$ cat src/common/grad_pkg.sv
package grad_pkg;

    // ------------------------------------------------------------
    // frame geometry
    // ------------------------------------------------------------
    localparam int IMG_WIDTH  = 32;
    localparam int IMG_HEIGHT = 32;
    localparam int PIX_COUNT  = IMG_WIDTH * IMG_HEIGHT;

    // both memories share one index space
    localparam int ADDR_W = 10;

    // ------------------------------------------------------------
    // data types
    // ------------------------------------------------------------
    typedef logic [7:0]        pixel_t;
    typedef logic signed [9:0] diff_t;

    // gx in the upper half, gy in the lower half
    typedef logic [19:0]       grad_t;

    typedef logic [ADDR_W-1:0] addr_t;
    typedef logic [4:0]        col_t;

    // wishbone side
    typedef logic [1:0]        wb_addr_t;
    typedef logic [31:0]       wb_data_t;

    // register word offsets
    localparam wb_addr_t REG_CTRL   = 2'd0;
    localparam wb_addr_t REG_STATUS = 2'd1;

    // image read sequencer
    typedef enum logic [1:0] {
        FETCH_IDLE,
        FETCH_READ,
        FETCH_FLUSH,
        FETCH_DONE
    } fetch_state_t;

endpackage

$ cat src/source/grad_regs.sv
`timescale 1ns/1ps

module grad_regs (
    input  logic               clk,
    input  logic               reset,
    input  logic               wb_cyc,
    input  logic               wb_stb,
    input  logic               wb_we,
    input  grad_pkg::wb_addr_t wb_adr,
    input  grad_pkg::wb_data_t wb_dat_i,
    output grad_pkg::wb_data_t wb_dat_o,
    output logic               wb_ack,
    output logic               start,
    input  logic               frame_done,
    output logic               done
);

    import grad_pkg::*;

    logic     req;
    logic     ctrl_wr;
    logic     start_ok;
    logic     busy;
    wb_data_t rd_data;

    // ------------------------------------------------------------
    // bus decode
    // ------------------------------------------------------------

    // new request only while no ack is out, so a held strobe acks once
    assign req     = wb_cyc & wb_stb & ~wb_ack;
    assign ctrl_wr = req & wb_we & (wb_adr == REG_CTRL);

    // start bit set and engine free
    assign start_ok = ctrl_wr & wb_dat_i[0] & ~busy;

    always_comb begin
        rd_data = '0;
        case (wb_adr)
            REG_STATUS: begin
                rd_data[0] = busy;
                rd_data[1] = done;
            end
            // control reads back zero, start is self clearing
            default: rd_data = '0;
        endcase
    end

    // ------------------------------------------------------------
    // ack, start pulse and flags
    // ------------------------------------------------------------
    always_ff @(posedge clk) begin
        if (reset) begin
            wb_ack <= 1'b0;
            start  <= 1'b0;
            busy   <= 1'b0;
            done   <= 1'b0;
        end else begin
            wb_ack <= req;
            // start lines up with the ack of the control write
            start  <= start_ok;
            if (start_ok) begin
                busy <= 1'b1;
                done <= 1'b0;
            end else if (frame_done) begin
                busy <= 1'b0;
                // sticky until the next accepted start
                done <= 1'b1;
            end
        end
    end

    // read data captured with the request, valid with ack
    always_ff @(posedge clk) begin
        if (req) begin
            wb_dat_o <= rd_data;
        end
    end

endmodule

$ cat src/grad_core/pixel_fetch.sv
`timescale 1ns/1ps

module pixel_fetch (
    input  logic            clk,
    input  logic            reset,
    input  logic            start,
    output logic            img_rd,
    output grad_pkg::addr_t img_addr,
    input  grad_pkg::pixel_t img_di,
    output logic            pix_valid,
    output logic            flush,
    output grad_pkg::pixel_t pix_data
);

    import grad_pkg::*;

    fetch_state_t state;
    col_t         flush_cnt;
    logic         rd_q;
    logic         flush_q;

    // one read per cycle for the whole READ state
    assign img_rd = (state == FETCH_READ);

    // ------------------------------------------------------------
    // sequencer
    // ------------------------------------------------------------
    always_ff @(posedge clk) begin
        if (reset) begin
            state     <= FETCH_IDLE;
            img_addr  <= '0;
            flush_cnt <= '0;
        end else begin
            case (state)
                FETCH_IDLE: begin
                    if (start) begin
                        state    <= FETCH_READ;
                        img_addr <= '0;
                    end
                end
                FETCH_READ: begin
                    if (img_addr == addr_t'(PIX_COUNT - 1)) begin
                        state     <= FETCH_FLUSH;
                        flush_cnt <= '0;
                    end else begin
                        img_addr <= img_addr + 1'b1;
                    end
                end
                FETCH_FLUSH: begin
                    // one row of dummy items pushes the last row out
                    flush_cnt <= flush_cnt + 1'b1;
                    if (flush_cnt == col_t'(IMG_WIDTH - 1)) begin
                        state <= FETCH_DONE;
                    end
                end
                default: state <= FETCH_IDLE;
            endcase
        end
    end

    // ------------------------------------------------------------
    // stream marking
    // ------------------------------------------------------------

    // memory answers one cycle after the strobe
    always_ff @(posedge clk) begin
        if (reset) begin
            rd_q    <= 1'b0;
            flush_q <= 1'b0;
        end else begin
            rd_q    <= img_rd;
            flush_q <= (state == FETCH_FLUSH);
        end
    end

    assign pix_valid = rd_q | flush_q;
    assign flush     = flush_q;
    assign pix_data  = flush_q ? '0 : img_di;

endmodule

$ cat src/grad_core/row_window.sv
`timescale 1ns/1ps

module row_window (
    input  logic             clk,
    input  logic             reset,
    input  logic             pix_valid,
    input  logic             flush,
    input  grad_pkg::pixel_t pix_data,
    output logic             win_valid,
    output grad_pkg::addr_t  win_index,
    output grad_pkg::pixel_t win_center,
    output grad_pkg::pixel_t win_right,
    output grad_pkg::pixel_t win_below,
    output logic             last_col,
    output logic             last_row
);

    import grad_pkg::*;

    // line[0] holds the newest item, line[IMG_WIDTH-1] the item one row back
    pixel_t line [IMG_WIDTH];

    // column of the incoming item, row of the pixel leaving
    col_t col_cnt;
    col_t row_cnt;

    // first row seen, windows can leave
    logic primed;
    logic row_end;

    assign row_end = pix_valid & (col_cnt == col_t'(IMG_WIDTH - 1));

    // ------------------------------------------------------------
    // delay line
    // ------------------------------------------------------------
    always_ff @(posedge clk) begin
        if (pix_valid) begin
            line[0] <= pix_data;
            for (int k = 1; k < IMG_WIDTH; k++) begin
                line[k] <= line[k-1];
            end
        end
    end

    // ------------------------------------------------------------
    // position tracking
    // ------------------------------------------------------------
    always_ff @(posedge clk) begin
        if (reset) begin
            col_cnt <= '0;
            row_cnt <= '0;
            primed  <= 1'b0;
        end else if (pix_valid) begin
            col_cnt <= col_cnt + 1'b1;
            if (row_end && primed) begin
                // square frame, row count wraps with the column count
                row_cnt <= row_cnt + 1'b1;
            end
            if (row_end && flush) begin
                // flush row done, frame fully drained
                primed <= 1'b0;
            end else if (row_end) begin
                primed <= 1'b1;
            end
        end
    end

    // ------------------------------------------------------------
    // window output
    // ------------------------------------------------------------
    always_ff @(posedge clk) begin
        if (reset) begin
            win_valid <= 1'b0;
        end else begin
            win_valid <= pix_valid & primed;
        end
    end

    // incoming item is the lower neighbour of the oldest stored one
    always_ff @(posedge clk) begin
        if (pix_valid) begin
            win_index  <= addr_t'({row_cnt, col_cnt});
            win_center <= line[IMG_WIDTH-1];
            win_right  <= line[IMG_WIDTH-2];
            win_below  <= pix_data;
            last_col   <= (col_cnt == col_t'(IMG_WIDTH - 1));
            last_row   <= flush;
        end
    end

endmodule

$ cat src/grad_core/grad_calc.sv
`timescale 1ns/1ps

module grad_calc (
    input  logic             clk,
    input  logic             reset,
    input  logic             win_valid,
    input  logic             last_col,
    input  logic             last_row,
    input  grad_pkg::addr_t  win_index,
    input  grad_pkg::pixel_t win_center,
    input  grad_pkg::pixel_t win_right,
    input  grad_pkg::pixel_t win_below,
    output logic             grad_wr,
    output grad_pkg::addr_t  grad_addr,
    output grad_pkg::grad_t  grad_do,
    output logic             frame_done
);

    import grad_pkg::*;

    diff_t center_ext;
    diff_t right_ext;
    diff_t below_ext;
    diff_t gx;
    diff_t gy;

    // ------------------------------------------------------------
    // differences
    // ------------------------------------------------------------

    // zero extend, result spans -255..255
    assign center_ext = diff_t'({2'b00, win_center});
    assign right_ext  = diff_t'({2'b00, win_right});
    assign below_ext  = diff_t'({2'b00, win_below});

    always_comb begin
        gx = right_ext - center_ext;
        gy = below_ext - center_ext;
        // no neighbour past the frame edge
        if (last_col) begin
            gx = '0;
        end
        if (last_row) begin
            gy = '0;
        end
    end

    // ------------------------------------------------------------
    // write port
    // ------------------------------------------------------------
    always_ff @(posedge clk) begin
        if (reset) begin
            grad_wr <= 1'b0;
        end else begin
            grad_wr <= win_valid;
        end
    end

    always_ff @(posedge clk) begin
        if (win_valid) begin
            grad_addr <= win_index;
            grad_do   <= {gx, gy};
        end
    end

    // ------------------------------------------------------------
    // completion
    // ------------------------------------------------------------

    // one cycle after the last index is written
    always_ff @(posedge clk) begin
        if (reset) begin
            frame_done <= 1'b0;
        end else begin
            frame_done <= grad_wr & (grad_addr == addr_t'(PIX_COUNT - 1));
        end
    end

endmodule

$ cat src/source/grad_top.sv
`timescale 1ns/1ps

module grad_top (
    input  logic               clk,
    input  logic               reset,
    // wishbone slave
    input  logic               wb_cyc,
    input  logic               wb_stb,
    input  logic               wb_we,
    input  grad_pkg::wb_addr_t wb_adr,
    input  grad_pkg::wb_data_t wb_dat_i,
    output grad_pkg::wb_data_t wb_dat_o,
    output logic               wb_ack,
    // image memory read port
    output logic               img_rd,
    output grad_pkg::addr_t    img_addr,
    input  grad_pkg::pixel_t   img_di,
    // gradient memory write port
    output logic               grad_wr,
    output grad_pkg::addr_t    grad_addr,
    output grad_pkg::grad_t    grad_do,
    output logic               done
);

    import grad_pkg::*;

    logic   start;
    logic   frame_done;

    // pixel stream
    logic   pix_valid;
    logic   flush;
    pixel_t pix_data;

    // window to calc
    logic   win_valid;
    addr_t  win_index;
    pixel_t win_center;
    pixel_t win_right;
    pixel_t win_below;
    logic   last_col;
    logic   last_row;

    // ------------------------------------------------------------
    // control
    // ------------------------------------------------------------
    grad_regs u_regs (
        .clk        (clk),
        .reset      (reset),
        .wb_cyc     (wb_cyc),
        .wb_stb     (wb_stb),
        .wb_we      (wb_we),
        .wb_adr     (wb_adr),
        .wb_dat_i   (wb_dat_i),
        .wb_dat_o   (wb_dat_o),
        .wb_ack     (wb_ack),
        .start      (start),
        .frame_done (frame_done),
        .done       (done)
    );

    // ------------------------------------------------------------
    // datapath
    // ------------------------------------------------------------
    pixel_fetch u_fetch (
        .clk       (clk),
        .reset     (reset),
        .start     (start),
        .img_rd    (img_rd),
        .img_addr  (img_addr),
        .img_di    (img_di),
        .pix_valid (pix_valid),
        .flush     (flush),
        .pix_data  (pix_data)
    );

    row_window u_window (
        .clk        (clk),
        .reset      (reset),
        .pix_valid  (pix_valid),
        .flush      (flush),
        .pix_data   (pix_data),
        .win_valid  (win_valid),
        .win_index  (win_index),
        .win_center (win_center),
        .win_right  (win_right),
        .win_below  (win_below),
        .last_col   (last_col),
        .last_row   (last_row)
    );

    grad_calc u_calc (
        .clk        (clk),
        .reset      (reset),
        .win_valid  (win_valid),
        .last_col   (last_col),
        .last_row   (last_row),
        .win_index  (win_index),
        .win_center (win_center),
        .win_right  (win_right),
        .win_below  (win_below),
        .grad_wr    (grad_wr),
        .grad_addr  (grad_addr),
        .grad_do    (grad_do),
        .frame_done (frame_done)
    );

endmodule

$ cat config.mk
export PLATFORM = sky130hd
export DESIGN_NAME = grad_top
export DESIGN_NICKNAME = d
export VERILOG_FILES = /design/src/common/grad_pkg.sv /design/src/source/grad_regs.sv /design/src/grad_core/pixel_fetch.sv /design/src/grad_core/row_window.sv /design/src/grad_core/grad_calc.sv /design/src/source/grad_top.sv
export SDC_FILE = /design/constraint.sdc
export NUM_CORES = 1
export LEC_CHECK = 0
export BUFFER_PORTS_ARGS = -buffer_cell sky130_fd_sc_hd__buf_2
export CORE_UTILIZATION = 58
export DETAILED_ROUTE_END_ITERATION = 10
export HOLD_SLACK_MARGIN = 0.08
export PLACE_DENSITY = 0.9
export SETUP_SLACK_MARGIN = 0.05
export SYNTH_ARGS = -nofsm -noshare
export SYNTH_HDL_FRONTEND = slang
export SYNTH_SLANG_ARGS = --single-unit
export TNS_END_PERCENT = 5
$ cat constraint.sdc
create_clock -name clk -period 11.45 [get_ports clk]
set_clock_uncertainty 0.2 [all_clocks]
set_input_delay 0.5725 -clock clk [delete_from_list [all_inputs] [get_ports clk]]
set_output_delay 0.5725 -clock clk [all_outputs]
set_load 0.02 [all_outputs]
# == Yosys cells after proc, flatten, opt, wreduce, memory -nomap -nowiden ==
# Memory sizes are Yosys's and may differ from the RTL's. A register that Yosys moved wholly into a read port is not among the register bits.
# Index checks and enable logic that the tools add are counted.
# op_classes
muxes,16
addsub,6
n_eq_ne,11
bitwise,12
reduce_logical,14
# op_table
op,count
10-bit == test (second input constant),2
10-bit two-way mux,2
10-bit case mux with 2 select lines,1
8-bit by 8-bit subtractor with 9-bit output,2
5-bit by 1-bit adder with 5-bit output (second input constant),3
10-bit by 1-bit adder with 10-bit output (second input constant),1
5-bit == test (second input constant),2
5-bit case mux with 2 select lines,1
1-bit AND,9
8-bit two-way mux,1
2-bit nonzero test,4
1-bit two-way mux,6
2-bit two-way mux,3
2-bit case mux with 3 select lines,1
2-bit AND reduction,3
3-bit AND reduction,2
5-bit two-way mux,1
2-bit by 1-bit == test with 1-bit output (second input constant),2
2-bit zero test,2
2-bit by 1-bit != test with 1-bit output (second input constant),2
2-bit != test (second input constant),2
2-bit == test (second input constant),1
1-bit logical AND,2
1-bit inverter,2
2 further kinds,2
# totals
word_cells,84
memories,1
regBits,97
ram_bits,256
# mem_list
memory,depth,word_bits,read_ports,rd_clocked_by_memory_dff,wr,line_no,source
u_window.line,32,8,32,1,32,row_window.sv:21,pixel_t line [IMG_WIDTH];

# == Longest topological paths before layout ==
# Gate-level depths: netlist (run 1).
# logic_depth
ltp_word,7
mapped_depth,8

# == Hierarchy ==
# From an unflattened synthesis (run 1), not the netlist that was laid out.
# hier_totals
cells_unflattened,666
hier_area_um2,12125.4
# modules_own_cells
mod,area_each_um2,n_inst,seq_area_each_um2,cells_per_inst
row_window,8785.9,1,8528.2,326
grad_calc,1805.5,1,880.8,162
pixel_fetch,1083.5,1,380.4,130
grad_regs,450.4,1,140.1,48

# == Least setup slack after synthesis (run 1) ==
# No wires, ideal clock.
# synth_path
kind,register -> register
start,register u_fetch.rd_q
end,register u_window.col_cnt[3]
n_path_buf,1
period_less_slack_ns,9.408
path_slack_ns,2.042
t_required_ns,11.183
stages_incl_launch_ff,6
t_arrival_ns,9.141
path_cell_list,dfxtp_1 -> or2_2 -> clkbuf_1 -> nand4_1 -> xor2_1 -> nor2_1
# synth_via
elab_chain_len,1
# synth_rtl
item,line_no,source
from (decl),pixel_fetch.sv:19,logic rd_q;
from (signal assigned),pixel_fetch.sv:71,rd_q <= img_rd;
1-bit OR,pixel_fetch.sv:76,assign pix_valid = rd_q | flush_q;
net pix_valid,grad_top.sv:31,logic pix_valid;
to (signal assigned),row_window.sv:54,col_cnt <= col_cnt + 1'b1;
to (decl),row_window.sv:24,col_t col_cnt;
# The timed path passes the listed nets, and every way through them passes these cells.
# A chain may end at the register's enable or synchronous reset.

==> impl_metrics.yaml, run 1 <==
logic_synthesis:
  ys_dominant_reg_cell: "edfxtp_1"
  yosys-top-cells-area: "edfxtp_1, dfxtp_1, ha_1"
  syn_inst: 663
  syn_area_per_cell_um2: 18.3
  ys_ff_latch: 343
  yosys_warnings: 0
  syn_area_mm2: 0.0121
  yosys.cell_types.count: 56
  synth_edf_count: 306
  synth_top_area_share_pct: 75.8
  async_flop_share_pct: 0
  synth_common_cells: "edfxtp_1, nor2_1, dfxtp_1, buf_4, ha_1"
  synth_most_common_cell: "edfxtp_1"
  yosys.area.top_type: "edfxtp_1"
  ys_seq_area_share_pct: 81.9
power_and_ir_drop:
  switching_share_pct: 23.3
  pwr-share-comb_pct: 9.5
  power.total_w: 0.00297
  switchingPower_w: 0.000691
  p_int_w: 0.00228
  p_per_area_mw_per_mm2: 218
  p_clk_share_pct: 34.0
  ir_worst_vdd_mv: 0.162
  power_frac_seq_pct: 56.4
  p_leak_nw: 4.68
final_layout:
  drive_above_1_share_pct: 16.0
  fin_util_pct: 66.8
  nets: 821
  areaGrowthSynthToFinish_pct: 12.2
  diodes: 0
flow_run:
  cap_violations: 0
clocking:
  cts_buffers: 31
  clkTransAtPathRegs_ns: 0.06
  clk_latency_ns: 0.53
  clockRootBuffer: "clkbuf_16"
  clk_path_buf_depth: 3
  cts_num_sinks: 343
  post_cts_resized: 0
  post_cts_buffers: 0
  postCtsHoldBufs: 0
  tritoncts: "built"
  htree_levels: 1
grt:
  grt_max_degree: 90
  grt-ovfl-total: 0
  antenna_found_initial: 0
  first_global_vias: 5613
  grt_pass1_wl_um: 29400
  gr-usage-all-layers_pct: 17.7
timing:
  min_period_over_period_pct: 31.2
  worstMarginPinSlew_ns: 1.06
  slew_headroom_pct: 29.5
  rsz0062_at_grt: "false"
  fmax_ghz: 0.280
  finalHoldViolations: 0
  tns_ns: 0
  drv_slew: 0
  setup-violations-final: 0
  hold-worst-slack_ns: 0.134
  finalCriticalPeriod_ns: 3.57
worst_setup_path:
  reg2reg_depth: 3
  r2r-end: "u_window.line[10][2]"
  critPathMaxFanout: 89
  crit_end: "u_window.line[10][2]"
  path_class: "reg2reg"
  startpoint_type: "register"
  r2r-start: "u_fetch.flush"
  arrival_ns: 3.52
  endpoint_kind: "register"
  startpoint: "u_fetch.flush"
  ff2ff_setup_slack_ns: 7.88
  cp.required_ns: 11.40
die:
  start_util_pct: 59.6
  fp.dieH_um: 147
  die-area_mm2: 0.0215
  placementRows: 52
  core_mm2: 0.0204
  die_w_um: 147
  ios: 123
route:
  drtPass1Iterations: 5
  wl_um: 18900
  vias: 5713
  drc: 0
  drt_iter0_drc: 462
  detail-route-antenna-nets: 0
  vias_per_cell: 5.49
  post_drt_wl_per_cell_um: 18.2
hold_path:
  hold_path.class: "in2reg"
place:
  port_buffers: 61
  hpwl_um: 11200
  place_congestion: 0.806
outcome:
  status: "completed"
## power by group through the flow
stage                     sequential (W)  clock [W]  combinational, W
after global routing             0.00169    0.00108          0.000311
final                            0.00168    0.00101          0.000283
after global placement           0.00169          0          0.000261
after detailed placement         0.00170          0          0.000281
after floorplan                  0.00175          0          0.000224
after CTS                        0.00168    0.00103          0.000283
## cell usage in the layout (no fill, tap or decap), drive strengths merged, types with 3 or more instances in the layout
| cell type | n |
|---|---|
| nand2 | 12 |
| bufinv | 4 |
| or3b | 3 |
| and4 | 3 |
| o31ai | 3 |
| nor3 | 8 |
| or4 | 9 |
| nor2 | 39 |
| a211oi | 12 |
| nand3 | 8 |
| o21ai | 18 |
| nor4b | 3 |
| o21a | 4 |
| a21o | 4 |
| edfxtp | 306 |
| buf | 65 |
| and3 | 3 |
| nand4 | 9 |
| mux2i | 5 |
| clkinv | 15 |
| xor2 | 5 |
| clkbuf | 35 |
| nor2b | 18 |
| conb | 30 |
| nand2b | 5 |
| ha | 26 |
| clkinvlp | 3 |
| nor3b | 7 |
| a21oi | 8 |
| dfxtp | 37 |
| inv | 20 |
| a41oi | 4 |
| xnor2 | 3 |
| mux2 | 3 |
| o31a | 4 |
## worst max-delay path, stage by stage, from the launching register on
cell and delay, ns:
dfxtp_1 0.64, or2_4 0.52, buf_4 0.90, buf_4 0.85
## routing by layer
layer	part of all wire (%)	GRT usage, %	wire, µm
met1	44	24.9	8320
met2	49	29.2	9310
met3	5.6	3.03	1060
met4	1.3	4.32	240
met5	0	0	0
## sequential cells by signal (all words and copies together) (netlist names), 2 cells and up
register	cells
u_window.col_cnt	5
u_window.row_cnt	5
u_window.line	256
u_fetch.img_addr	10
u_window.win_index	10
u_window.win_center	8
u_regs.wb_dat_o	2
u_calc.grad_addr	10
u_fetch.state	2
u_fetch.flush_cnt	5
u_calc.grad_do	18
## per-stage QoR
step / instances / instance area [µm²] / worst slack, ns
finish: 1040 / 13600 / 7.88
global route: 1040 / 13600 / 7.65
CTS: 1040 / 13600 / 7.85
detailed placement: 983 / 12600 / 7.87
global placement: 983 / 12600 / 8.00
floorplan: 692 / 12200 / 2.04
## cell type report
class	instances	area, µm²
Clock buffer	35	791
Clock inverter	22	214
Fill cell	1242	6760
Inverter	20	75.1
Multi-Input combinational cell	285	1920
Sequential cell	343	9930
Tap cell	270	338
Timing Repair Buffer	65	335
## how the worst min path moves through the flow
stage	from	to	slack, ns	cells after the start
after global placement	u_window.win_index[8]	u_calc.grad_addr[8]	0.20	0
after CTS	img_di[3]	u_window.line[0][3]	0.11	2
final	img_di[3]	u_window.line[0][3]	0.13	2
after detailed placement	u_window.line[9][0]	u_window.line[10][0]	0.20	0
after floorplan	u_window.win_index[0]	u_calc.grad_addr[0]	0.20	0
after global routing	img_di[0]	u_window.line[0][0]	0.13	2
## cell families (layout without fill, tap and decap cells)
logic type,Yosys count,after routing,share of synthesized area [%]
adders and majority gates,28,28,3.01
xor gates and xnor gates,8,8,0.578
and+or+nand+nor,137,137,6.31
buffers and inverters,64,142,3.18
other,1,30,0.0309
muxes,8,8,0.691
AOI/OAI and AO/OA,74,74,4.32
DFF,343,343,81.9
Note: power is estimated with default switching activity, not from simulation.
==> inputs of run 2 (changes only) <==
ABC_AREA = 1   (was not set)
clock period = 3.68 ns   (was 11.45 ns; I/O delays follow)
==> run 2 against run 1 <==
- utilization grew 1.7 points
- power grew to 3.4 times the previous value
- global-route usage grew 2.6 points
- cell count grew 10%
- die area shrank 0.31%
- design area grew 2.6%
- setup slack lost 6.6 ns
- first-iteration DRC count grew 25%
- largest power group unchanged
- synthesized cell count grew 12%
==> impl_metrics.yaml, run 2 <==
die:
  placementRows: 52
  die-area_mm2: 0.0214
  start_util_pct: 59.4
  ios: 123
  fp.dieH_um: 146
  die_w_um: 146
  core_mm2: 0.0204
timing:
  finalHoldViolations: 0
  drv_slew: 0
  rsz0062_at_grt: "false"
  hold-worst-slack_ns: 0.212
  tns_ns: 0
  finalCriticalPeriod_ns: 2.40
  slew_headroom_pct: 54.5
  worstMarginPinSlew_ns: 0.678
  min_period_over_period_pct: 65.2
  fmax_ghz: 0.417
  setup-violations-final: 0
place:
  port_buffers: 61
  placed_area_mm2: 0.0126
  place_congestion: 0.845
  hpwl_um: 11600
final_layout:
  nets: 924
  areaGrowthSynthToFinish_pct: 15.5
  final_cell_mix: "edfxtp_1, nand2_1, inv_1"
  final-seq-area_mm2: 0.00993
  largestRegisters: "u_window.line x256, u_calc.grad_do x18"
  fin_area_mm2: 0.0140
  drive_above_1_share_pct: 15.4
  fin_util_pct: 68.5
  largest_reg_flops: 256
  final_common_cell: "edfxtp_1"
  regMostFlops: "u_window.line"
  multiInputGateArea_mm2: 0.00175
  diodes: 0
  fill_cells: 1234
power_and_ir_drop:
  p_per_area_mw_per_mm2: 714
  power.total_w: 0.00996
  p_leak_nw: 5.10
  ir_worst_vdd_mv: 0.472
flow_run:
  cap_violations: 0
route:
  drt-met1-wl_um: 8640
  detail-route-antenna-nets: 0
  met2WireLength_um: 10800
  vias_per_cell: 5.45
  vias: 6232
  post_drt_wl_per_cell_um: 18.8
  drtPass1Iterations: 7
  wl_met3_um: 1450
  wl_um: 21500
  highest_layer: "met4"
  drt_iter0_drc: 578
  drc: 0
worst_setup_path:
  path_class: "reg2reg"
  ff2ff_setup_slack_ns: 1.28
  arrival_ns: 2.69
  critPathMaxFanout: 5
  startpoint_type: "register"
  cp.required_ns: 3.97
  cp_cell_sequence: "ha_1, inv_1, nor3_1, ha_1, inv_1, nor2_2, nand2_1, nor2_1, o21ai_0, a21oi_1"
  cp_slowest_stage_delay_ns: 0.39
  slowest_stage: "dfxtp_1"
  endpoint_kind: "register"
clocking:
  clk_latency_ns: 0.56
  tritoncts: "built"
  post_cts_buffers: 0
  htree_levels: 1
  cts_buffers: 31
  clockRootBuffer: "clkbuf_16"
  cts_num_sinks: 343
  clkTransAtPathRegs_ns: 0.07
  clk_path_buf_depth: 3
logic_synthesis:
  yosys_warnings: 0
  syn_area_per_cell_um2: 16.3
  synth_most_common_cell: "edfxtp_1"
  syn_area_mm2: 0.0121
  ys_seq_area_share_pct: 82.1
  yosys-top-cells-area: "edfxtp_1, dfxtp_1, ha_1"
  ys_ff_latch: 343
  async_flop_share_pct: 0
  synth_common_cells: "edfxtp_1, nand2_1, inv_1, nor2_1, nand3_1"
  synth_edf_count: 306
  yosys.area.top_type: "edfxtp_1"
  synth_top_area_share_pct: 76.0
  ys_dominant_reg_cell: "edfxtp_1"
  syn_inst: 742
  yosys.cell_types.count: 37
grt:
  first_global_vias: 6181
  grt_pass1_wl_um: 32900
  gr-usage-all-layers_pct: 20.3
  grt_max_degree: 115
  grt-ovfl-total: 0
  antenna_found_initial: 0
hold_path:
  hold_path.class: "reg2reg"
outcome:
  status: "completed"
## run 2: metal layers
metal | up-vias | GRT usage [%]
met2 | 306 | 35.1
met1 | 3061 | 26.2
li1 | 2811 | -
met4 | 0 | 6.51
met5 | - | 0
met3 | 54 | 3.78
## run 2: stage by stage
stage	instances	worst slack (ns)
after floorplan	771	-1.69
after global placement	1070	1.51
after detailed placement	1070	1.41
after CTS	1144	1.38
after global routing	1144	1.09
final	1144	1.28
## run 2: logic make-up after synthesis
group | share of synthesized area, %
buffers and inverters | 4.27
flip-flops | 82.1
XOR/XNOR | 0.145
other | 0.0310
AND/OR/NAND/NOR | 7.67
AO/OA/AOI/OAI | 2.73
adder cells (fa/ha/maj) | 3.02
## run 2: final timing paths
check | from | to | depth (start not counted)
min | u_window.line[20][4] | u_window.line[21][4] | 0
max reg2reg | u_window.col_cnt[1] | u_window.row_cnt[3] | 10
min reg2reg | u_window.line[20][4] | u_window.line[21][4] | 0
max | u_window.col_cnt[1] | u_window.row_cnt[3] | 10
## run 2: cell type report
type                       instances  area share [%]
clock buffer                      34            5.71
clock inverter                    24            2.59
inverter                          68            1.86
multi-input combinational        324            12.6
sequential                       343            71.1
tap                              270            2.42
timing repair buffer              81            3.73
## run 2: timing repair
action,in CTS,in global routing
endpoints found under the setup margin,0,0
hold buffers,16,0
gates resized for setup,0,0
endpoints found under the hold margin,32,0
## run 2: worst max-delay path: cells and delay by family, from the launching register on
kind                     cells  cell delay [ns]
flip-flops                   1             0.39
buffers and inverters        2             0.15
AND/OR/NAND/NOR              4             0.73
AO/OA/AOI/OAI                2             0.33
adder cells (fa/ha/maj)      2             0.53
## run 2: report_power, final
group          leakage (nW)  switching (W)  internal [W]
combinational          1.47       0.000820      0.000264
sequential             3.07       0.000216       0.00506
clock                 0.562        0.00140       0.00220
